**src/sweep_defines.svh**
```systemverilog
`ifndef SWEEP_DEFINES_SVH
`define SWEEP_DEFINES_SVH

// Message word width, same as the cipher block width
`define SWEEP_WORD_W 64

// Sweep counter width, a sweep is 2**SWEEP_COUNT_W words
`define SWEEP_COUNT_W 8

// Message FIFO depth in words
`define SWEEP_FIFO_DEPTH 16

// Fill level that raises almost-full
// Leaves headroom for the words still in flight once the generator holds
`define SWEEP_FIFO_AFULL 12

// MISR feedback taps, x^64 + x^4 + x^3 + x + 1
`define SWEEP_MISR_POLY 64'h0000_0000_0000_001B

`endif
```
**src/sweep_pkg.sv**
```systemverilog
`include "sweep_defines.svh"

package sweep_pkg;

    // One message word as it leaves the generator
    typedef logic [`SWEEP_WORD_W-1:0] msg_t;

    // Compacted signature, same width as a word
    typedef logic [`SWEEP_WORD_W-1:0] sig_t;

    // Generator FSM
    typedef enum logic [2:0] {
        st_init     = 3'h0,  // Seed and polynomial follow the inputs
        st_first    = 3'h1,  // Seed word on the output
        st_working  = 3'h2,  // One new word per cycle
        st_paused   = 3'h3,  // Hold, LFSR frozen
        st_finished = 3'h4   // All words emitted
    } gen_state_t;

endpackage

```
**src/lfsr_sweep_top.sv**
```systemverilog
`timescale 1ns/1ps
`include "sweep_defines.svh"

// Message sweep engine
// Generator feeds the FIFO, the compactor drains it into a signature
module lfsr_sweep_top import sweep_pkg::*; (
    input  logic clk,
    input  logic rst_n,
    input  logic start,          // Begin a sweep
    input  logic pause,          // Hold the generator
    input  logic restart,        // Abort and clear everything
    input  logic consume,        // Let the compactor drain the FIFO
    input  msg_t message_seed,
    input  msg_t polynomial,
    output sig_t signature,
    output logic [`SWEEP_COUNT_W:0] word_count,
    output logic sweep_done,
    output logic overflow        // A word was lost in the FIFO
);

    // Generator to FIFO
    msg_t gen_word;
    logic gen_valid;
    logic gen_done;
    logic fifo_afull;   // Back-pressure into the generator

    // FIFO to compactor
    msg_t fifo_rd_data;
    logic fifo_empty;
    logic fifo_pop;

    lfsr_internal u_gen (
        .clk          (clk),
        .rst_n        (rst_n),
        .start        (start),
        .pause        (pause),
        .stall        (fifo_afull),
        .restart      (restart),
        .message_seed (message_seed),
        .polynomial   (polynomial),
        .lfsr         (gen_word),
        .valid        (gen_valid),
        .done         (gen_done)
    );

    msg_fifo u_fifo (
        .clk      (clk),
        .rst_n    (rst_n),
        .restart  (restart),
        .push     (gen_valid),   // Valid is the write strobe
        .pop      (fifo_pop),
        .wr_data  (gen_word),
        .rd_data  (fifo_rd_data),
        .empty    (fifo_empty),
        .afull    (fifo_afull),
        .overflow (overflow)
    );

    misr_compactor u_misr (
        .clk        (clk),
        .rst_n      (rst_n),
        .restart    (restart),
        .consume    (consume),
        .empty      (fifo_empty),
        .gen_done   (gen_done),
        .rd_data    (fifo_rd_data),
        .pop        (fifo_pop),
        .sweep_done (sweep_done),
        .signature  (signature),
        .word_count (word_count)
    );

endmodule

```
**src/misr_compactor.sv**
```systemverilog
`timescale 1ns/1ps
`include "sweep_defines.svh"

// Drains the message FIFO and folds every word into a MISR signature
// Also counts the words and flags the end of the sweep
module misr_compactor import sweep_pkg::*; (
    input  logic clk,
    input  logic rst_n,
    input  logic restart,     // Clears signature, count and done
    input  logic consume,     // Consumer allowed to take words
    input  logic empty,       // FIFO has no word
    input  logic gen_done,    // Generator emitted the whole sweep
    input  msg_t rd_data,     // FIFO head word
    output logic pop,
    output logic sweep_done,  // Held once every word has been compacted
    output sig_t signature,
    output logic [`SWEEP_COUNT_W:0] word_count
);

    // One MISR step
    // Shift left, fold in the polynomial when the top bit drops out, then add the word
    function automatic sig_t misr_step(input sig_t cur, input msg_t word);
        sig_t shifted;
        shifted = {cur[`SWEEP_WORD_W-2:0], 1'b0};
        if (cur[`SWEEP_WORD_W-1]) begin
            shifted = shifted ^ `SWEEP_MISR_POLY;
        end
        return shifted ^ word;
    endfunction

    assign pop = consume & ~empty;   // Only pop a word that is there

    always_ff @(posedge clk) begin   // Signature and word count
        if (!rst_n || restart) begin
            signature  <= '0;
            word_count <= '0;
        end else if (pop) begin
            signature  <= misr_step(signature, rd_data);   // Same edge as the pop
            word_count <= word_count + 1'b1;
        end
    end

    // Generator finished and the FIFO drained
    // An empty FIFO leaves no pop pending
    always_ff @(posedge clk) begin
        if (!rst_n || restart) begin
            sweep_done <= 1'b0;
        end else if (gen_done && empty) begin
            sweep_done <= 1'b1;   // Sticky until restart
        end
    end

endmodule

```
**src/msg_fifo.sv**
```systemverilog
`timescale 1ns/1ps
`include "sweep_defines.svh"

// Circular message buffer between generator and compactor
// Head word is shown on rd_data, it leaves on the edge where pop is high
module msg_fifo import sweep_pkg::*; (
    input  logic clk,
    input  logic rst_n,
    input  logic restart,    // Drops all contents
    input  logic push,       // Write strobe
    input  logic pop,        // Remove head word
    input  msg_t wr_data,
    output msg_t rd_data,    // Head word
    output logic empty,
    output logic afull,      // Fill at or above threshold
    output logic overflow    // Sticky, a push was lost
);

    localparam int ptr_w = $clog2(`SWEEP_FIFO_DEPTH);
    localparam int cnt_w = ptr_w + 1;

    localparam logic [ptr_w-1:0] last_ptr    = ptr_w'(`SWEEP_FIFO_DEPTH - 1);
    localparam logic [cnt_w-1:0] full_level  = cnt_w'(`SWEEP_FIFO_DEPTH);
    localparam logic [cnt_w-1:0] afull_level = cnt_w'(`SWEEP_FIFO_AFULL);

    msg_t mem [`SWEEP_FIFO_DEPTH];   // Storage, no reset

    logic [ptr_w-1:0] wr_ptr;
    logic [ptr_w-1:0] rd_ptr;
    logic [cnt_w-1:0] fill;

    logic full;
    logic do_push;
    logic do_pop;

    assign full  = (fill == full_level);
    assign empty = (fill == '0);
    assign afull = (fill >= afull_level);

    assign do_pop  = pop & ~empty;
    assign do_push = push & (~full | do_pop);   // A pop in the same cycle frees a slot

    always_ff @(posedge clk) begin
        if (do_push) begin
            mem[wr_ptr] <= wr_data;
        end
    end

    always_ff @(posedge clk) begin   // Pointers, fill and overflow
        if (!rst_n || restart) begin
            wr_ptr   <= '0;
            rd_ptr   <= '0;
            fill     <= '0;
            overflow <= 1'b0;
        end else begin
            if (do_push) begin
                wr_ptr <= (wr_ptr == last_ptr) ? '0 : wr_ptr + 1'b1;
            end
            if (do_pop) begin
                rd_ptr <= (rd_ptr == last_ptr) ? '0 : rd_ptr + 1'b1;
            end
            case ({do_push, do_pop})
                2'b10:   fill <= fill + 1'b1;
                2'b01:   fill <= fill - 1'b1;
                default: fill <= fill;   // Both or neither
            endcase
            if (push && !do_push) begin
                overflow <= 1'b1;   // Word dropped
            end
        end
    end

    assign rd_data = mem[rd_ptr];

endmodule

```
**src/lfsr_internal.sv**
```systemverilog
`timescale 1ns/1ps
`include "sweep_defines.svh"

// Galois LFSR message generator
// Emits the seed and its successors, one word per cycle, for one full sweep
module lfsr_internal import sweep_pkg::*; (
    input  logic clk,
    input  logic rst_n,
    input  logic start,          // Begin a sweep, seed and polynomial are valid
    input  logic pause,          // External hold request
    input  logic stall,          // Hold request from FIFO almost-full
    input  logic restart,        // Back to init from any state
    input  msg_t message_seed,   // First word of the sweep
    input  msg_t polynomial,     // Tap mask, bit i feeds stage i
    output msg_t lfsr,           // Current message word
    output logic valid,          // Write strobe for lfsr
    output logic done            // Sweep complete, held until restart
);

    // Counter value of the final word
    localparam logic [`SWEEP_COUNT_W-1:0] last_count = '1;

    gen_state_t state, next_state;

    msg_t lfsr_reg;                            // Shift register
    msg_t poly_reg;                            // Taps captured in init
    logic [`SWEEP_COUNT_W-1:0] counter_reg;    // Words emitted so far

    logic hold;             // Pause and stall treated alike
    logic load_seed_poly;   // Capture seed and taps
    logic step;             // Advance LFSR and counter

    // Right-shifting Galois step
    // Bit 0 is the feedback, it enters every tapped stage and the top bit
    function automatic msg_t galois_step(input msg_t cur, input msg_t taps);
        msg_t nxt;
        logic fb;
        fb = cur[0];
        for (int i = 0; i < `SWEEP_WORD_W - 1; i++) begin
            nxt[i] = taps[i] ? (cur[i+1] ^ fb) : cur[i+1];
        end
        nxt[`SWEEP_WORD_W-1] = fb;
        return nxt;
    endfunction

    assign hold = pause | stall;

    always_ff @(posedge clk) begin   // State register
        if (!rst_n) begin
            state <= st_init;
        end else begin
            state <= next_state;
        end
    end

    always_comb begin   // Next state
        next_state = state;
        if (restart) begin
            next_state = st_init;   // Restart wins from any state
        end else begin
            case (state)
                st_init: begin
                    if (start) begin
                        next_state = st_first;
                    end
                end
                st_first: begin
                    // Seed goes out this cycle whatever happens
                    next_state = hold ? st_paused : st_working;
                end
                st_working: begin
                    if (counter_reg == last_count) begin
                        next_state = st_finished;   // Last word leaves now
                    end else if (hold) begin
                        next_state = st_paused;     // Current word still emitted
                    end
                end
                st_paused: begin
                    if (!hold) begin
                        next_state = st_working;
                    end
                end
                st_finished: begin
                    next_state = st_finished;
                end
                default: begin
                    next_state = st_init;
                end
            endcase
        end
    end

    // Outputs decoded from state only
    assign load_seed_poly = (state == st_init);
    assign valid          = (state == st_first) || (state == st_working);
    assign done           = (state == st_finished);
    assign step           = valid;   // Every emitted word advances the LFSR

    always_ff @(posedge clk) begin   // LFSR datapath
        if (load_seed_poly) begin
            lfsr_reg <= message_seed;
            poly_reg <= polynomial;
        end else if (step) begin
            lfsr_reg <= galois_step(lfsr_reg, poly_reg);
        end
    end

    always_ff @(posedge clk) begin   // Sweep counter
        if (!rst_n) begin
            counter_reg <= '0;
        end else if (load_seed_poly) begin
            counter_reg <= '0;
        end else if (step) begin
            counter_reg <= counter_reg + 1'b1;   // Wraps after the last word, unused then
        end
    end

    assign lfsr = lfsr_reg;

endmodule

```
**config.mk**
```make
export PLATFORM = sky130hd
export DESIGN_NAME = lfsr_sweep_top
export DESIGN_NICKNAME = d
export VERILOG_FILES = /design/src/sweep_pkg.sv /design/src/lfsr_sweep_top.sv /design/src/misr_compactor.sv /design/src/msg_fifo.sv /design/src/lfsr_internal.sv
export VERILOG_INCLUDE_DIRS = /design/src /design/src/src
export SDC_FILE = /design/constraint.sdc
export NUM_CORES = 1
export LEC_CHECK = 0
export ABC_CLOCK_PERIOD_IN_PS = 8300
export BUFFER_PORTS_ARGS = -buffer_cell sky130_fd_sc_hd__buf_2
export CORE_AREA = 2 2 344 482
export CTS_CLUSTER_SIZE = 8
export DETAILED_ROUTE_END_ITERATION = 8
export DIE_AREA = 0 0 346 484
export MAX_ROUTING_LAYER = met4
export SKIP_LAST_GASP = 1
export SYNTH_ARGS = -nofsm -noshare
export SYNTH_HDL_FRONTEND = slang
export SYNTH_SLANG_ARGS = --single-unit
```
**constraint.sdc**
```tcl
create_clock -name clk -period 8.3 [get_ports clk]
set_input_delay 2.075 -clock clk [delete_from_list [all_inputs] [get_ports clk]]
set_output_delay 2.075 -clock clk [all_outputs]
set_load 0.02 [all_outputs]
```
---- Word-level counts from Yosys, hierarchy flattened ----
Memories as Yosys holds them, arrays and structs flattened. A register that Yosys moved wholly into a read port is not among the register bits.
Index checks and enable logic that the tools add are counted.
storage, ports and cells
  logic and storage cells ................. 199
  output and inout port bits .............. 75
  bits in registers ....................... 226
  memories kept ........................... 1
  input bits .............................. 134
  RAM bits ................................ 1024
memory list
  memory      depth  bits a word  rd ports  clocked after Yosys merged registers in  write ports  RTL line        source
  u_fifo.mem  16     64           1         1                                        1            msg_fifo.sv:26  msg_t mem [`SWEEP_FIFO_DEPTH];
operators by class
  $lt $le $gt $ge ......................... 1
  add/sub/neg operators ................... 6
  mux-type cells .......................... 81
  eq/ne operators ......................... 13
  bitwise operators ....................... 73
  reduce and logical (&&, ||, !) cells .... 13
operator list
  kind                                                                   number
  64-bit 2-to-1 mux                                                      4
  1-bit 2-to-1 mux                                                       66
  64-bit bitwise XOR                                                     1
  1-bit bitwise XOR                                                      63
  4-bit 2-to-1 mux                                                       4
  3-bit case mux with 5 select lines                                     1
  3-bit 2-to-1 mux                                                       4
  5-bit case mux with 2 select lines                                     1
  9-bit by 1-bit adder with 9-bit output, second input constant          1
  4-bit by 1-bit adder with 4-bit output, second input constant          2
  8-bit by 1-bit adder with 8-bit output, second input constant          1
  4-bit equality test, second input constant                             2
  8-bit equality test, second input constant                             1
  3-bit by 2-bit equality test with 1-bit output, second input constant  2
  5-bit by 1-bit adder with 5-bit output, second input constant          1
  5-bit equality test, second input constant                             1
  5-bit by 4-bit >= comparator with 1-bit output, second input constant  1
  5-bit zero test                                                        1
  5-bit 2-to-1 mux                                                       1
  5-bit by 1-bit subtractor with 5-bit output, second input constant     1
  2-bit != test, second input constant                                   2
  4-bit inverter                                                         1
  2-bit nonzero test                                                     2
  2-bit OR reduction                                                     2
  other kinds (13)                                                       21

---- Logic depth before layout (Yosys ltp) ----
  depth after elaboration ................. 8
  mapped depth ............................ 11
  mapped depth without buffers ............ 10

---- Hierarchy ----
From an unflattened synthesis, not the netlist that was laid out.
second synthesis, totals
  cells, all modules ...................... 2497
  area total of the unflattened synthesis .. 48293.8 sq um
modules (own cells, without submodules)
  module          area each (sq um)  instances  cells an instance  seq. area each (sq um)
  msg_fifo        39258.9            1          1693               31109.8
  lfsr_internal   5885.6             1          472                4033.9
  misr_compactor  3149.3             1          332                1481.4

---- Worst setup path after synthesis ----
Ideal clock, no wire load.
  path type ............................... in2reg
  from .................................... input consume
  to ...................................... memory u_fifo.mem[3][0] (netlist name) (enable)
  stages on the path ...................... 4
  setup slack ............................. 0.508 ns
  arrival ................................. 7.228 ns
  setup time .............................. 0.564 ns
  buffers on the path ..................... 0
  required time ........................... 7.736 ns
  cells stage by stage .................... nor2b_1 > a211oi_2 > nand2_1 > nor3_1
between the ends
  cells in the longest elaborated chain, start to end .. 6
ends and longest elaborated chain
  item                                    RTL line              source
  start: declaration                      lfsr_sweep_top.sv:12  input logic consume,
  1-bit bitwise AND                       misr_compactor.sv:31  assign pop = consume & ~empty;
  1-bit bitwise AND                       msg_fifo.sv:40        assign do_pop = pop & ~empty;
  1-bit bitwise OR                        msg_fifo.sv:41        assign do_push = push & (~full | do_pop);
  1-bit bitwise AND                       msg_fifo.sv:41
  1-bit 2-to-1 mux                        msg_fifo.sv:44        if (do_push) begin
  1-bit 2-to-1 mux (implied by the code)  msg_fifo.sv:45        mem[wr_ptr] <= wr_data;
  end: declaration                        msg_fifo.sv:26
No other way between the ends.

---- Worst setup path after layout ----
  from .................................... input consume
  to ...................................... memory u_fifo.mem[3][26] (netlist name) (enable)
The elaborated chain is that of the path after synthesis.

==> flow_summary_export.csv <==
group,metric,value,unit
outcome,status,"completed",
route,routed_wl,115,mm
timing,max_clock_freq,0.253,GHz
worst_hold_path,hp-class,"reg -> reg",
power_and_ir_drop,p_sw_share,22.9,%
floorplan,fp.dieW,346,um
route,routed_via_density,4.89,
timing,max-slew-margin-rel,21.6,%
timing,maxSlewViolCount,0,
power_and_ir_drop,peakVddDrop,231,uV
synth,synth.cell_area,0.0487,mm2
global_route,grtUsageTotal,14.1,%
synth,ys_top_cells_by_area,"edfxtp_1, mux4_2, dfxtp_1",
power_and_ir_drop,p_per_area,263,mW/mm2
timing,finalSetupViolCount,0,
worst_setup_path,startpoint,"consume",
route,ant_nets,0,
finish,drive_gt1_share,30.0,%
timing,hold_ws,463,ps
timing,worst_pin_slew,1180,ps
power_and_ir_drop,p_comb_share,6.0,%
global_route,grt_pass1_vias,25200,
clock_network,cts-buffers-inserted,175,
timing,period_needed,3950,ps
worst_setup_path,cp-endpoint,"u_fifo.mem[3][26]",
floorplan,core.rowCount,176,
worst_setup_path,r2r_end,"u_misr.signature[59]",
clock_network,clockRootBuffer,"clkbuf_16",
worst_setup_path,r2r_cells,6,
timing,tns,0,ps
placed_design,place.gp.congestion,0.727,
power_and_ir_drop,power.total,0.0152,W
global_route,grt_max_degree,111,
power_and_ir_drop,p_leak,18.3,nW
timing,rsz0062_at_grt,"false",
synth,yosys_warnings,0,
synth,syn_inst,2408,
route,post-route-drc-count,0,
run,drv_cap,0,
power_and_ir_drop,p_seq_share,50.2,%
clock_network,postCtsHoldBufs,0,
synth,ys_ff_latch,1254,
route,vias,24400,
global_route,overflow,0,
power_and_ir_drop,cellInternalPower,0.0117,W
worst_setup_path,startpoint_type,"primary input",
finish,largest_register_ffs,1024,
synth,synth_top_area_share,71.0,%
clock_network,numClockSinks,1254,
clock_network,cts.clk_slew.worst_paths,50,ps
synth,ys_async_sr_fraction,0,%
timing,skew,41.5,ps
worst_setup_path,worstPathRequired,8690,ps
clock_network,clk_latency,790,ps
synth,synthFlopType,"edfxtp_1",
route,post_drt_wl_per_cell,23.1,um
clock_network,cts_resized,0,
worst_setup_path,critPathMaxFanout,39,
synth,yosysMostFrequentCell,"edfxtp_1",
placed_design,portBuffers,207,
global_route,grt_pass1_wl,169,mm
route,drt-initial-drc-count,1886,
clock_network,cts_tree,"done",
worst_setup_path,worstPathArrival,4350,ps
synth,synth-edff-count,1151,
worst_setup_path,worstSetupPathType,"in -> reg",
floorplan,core_area,0.163,mm2
floorplan,start_util,29.8,%
floorplan,die_area,0.167,mm2
finish,syn_to_final_growth,18.3,%
floorplan,io_pins,209,
worst_setup_path,ff2ff_setup_slack,4910,ps
finish,nNetsFinal,2851,
power_and_ir_drop,p_sw,0.00347,W
global_route,antenna_found_initial,3,
clock_network,htreeDepth,4,
placed_design,post-dp-hpwl,61.4,mm
power_and_ir_drop,clkPwrFrac,43.9,%
synth,syn_area_per_cell,20.2,um2
clock_network,ctsLongestPathBuffers,3,
clock_network,cts_setup_buffers,0,
route,firstDrtPassIters,7,
synth,synth_commonest_cells,"edfxtp_1, mux4_2, nand2_1",
timing,hold_viol,0,
synth,seq_area_frac_synth,75.3,%
synth,netlist-cell-type-count,43,
worst_setup_path,critPathCaptureType,"flop",
synth,synth_top_area_cell,"edfxtp_1",
floorplan,die_h,484,um
timing,fin_crit_sh,47.6,%
synth,synth_fp_nets,2553,
==> metrics by stage <==
stage,worst slack (ps),utilization (%),cells,instance area (um2)
finish,4350,35.2,4986,57600
global route,4180,35.2,4984,57600
floorplan,508,-,2408,48700
CTS,4360,35.2,4983,57600
detailed placement,3520,32.1,4665,52400
global placement,3550,32.1,4665,52400
==> layer usage <==
metal / wire, um / share of wire (%) / global-route usage [%]
met1: 50300 / 44 / 18.2
met2: 54800 / 48 / 21.9
met3: 7650 / 6.6 / 3.50
met4: 2320 / 2.0 / 4.16
met5: 0 / 0 / -
==> layout by cell type, fill, tap and decap left out, types with 5 or more instances in the layout <==
cell       Yosys  routed
a21oi_1       15      14
a221o_1       58      58
a22o_1        58      58
buf_12         0       7
buf_2         25     207
buf_4          3      43
clkbuf_1      89     127
clkbuf_16      0     180
dfxtp_1      103     100
edfxtp_1    1151    1151
ha_1          10      10
inv_1          8       7
mux2_2       117     117
mux2i_1       11      11
mux4_2       259     259
nand2_1      151     151
nand4_1        6       6
nor2_1        45      32
nor2_4         0      13
nor3_1        13       8
nor3_2         0       5
o21ai_0       71      71
o221ai_1      58      58
xnor2_1       19      19
xor2_1        76      76
==> worst min path at each step <==
stage / start / end / slack, ps / cells past startpoint
3_3_place_gp: u_misr.sweep_done / u_misr.sweep_done / 450 / 2
2_1_floorplan: u_gen.counter_reg[1] / u_gen.counter_reg[1] / 450 / 2
3_5_place_dp: u_misr.sweep_done / u_misr.sweep_done / 460 / 2
4_1_cts: u_misr.sweep_done / u_misr.sweep_done / 470 / 2
5_1_grt: u_misr.sweep_done / u_misr.sweep_done / 490 / 2
6_report: u_misr.sweep_done / u_misr.sweep_done / 460 / 2
==> cell families after synthesis <==
family          synth area share, %
mux                            14.9
compound gates                 4.46
flops                          75.3
simple gates                   2.02
fa+ha+maj                     0.298
buf+inv                        1.32
xor+xnor                       1.71
==> power groups by stage <==
| stage | Clock [W] | Sequential (W) | Combinational (W) |
|---|---|---|---|
| 2_1_floorplan | 0 | 0.00768 | 0.000466 |
| 3_3_place_gp | 0 | 0.00771 | 0.000913 |
| 3_5_place_dp | 0 | 0.00773 | 0.000927 |
| 4_1_cts | 0.00682 | 0.00761 | 0.000934 |
| 5_1_grt | 0.00707 | 0.00765 | 0.00100 |
| 6_report | 0.00665 | 0.00761 | 0.000908 |
==> layout make-up <==
| class | instances | area [um2] |
|---|---|---|
| fillers | 15200 | 106000 |
| flip-flops and latches | 1254 | 36600 |
| multi-input cells | 1010 | 11500 |
| clock buffers | 311 | 5040 |
| well taps | 2136 | 2670 |
| repair buffers | 257 | 1500 |
| clock inverters | 7 | 146 |
| inverters | 8 | 35.0 |
| diodes | 3 | 7.51 |
==> worst max-delay path, cell delays in order <==
cell and delay [ps]:
buf_2 100, nor2b_1 60, a211oi_2 220, buf_4 230, nand2_1 280, nor3_2 190, buf_4 440, buf_4 680
Note: power is estimated with default switching activity, not from simulation.
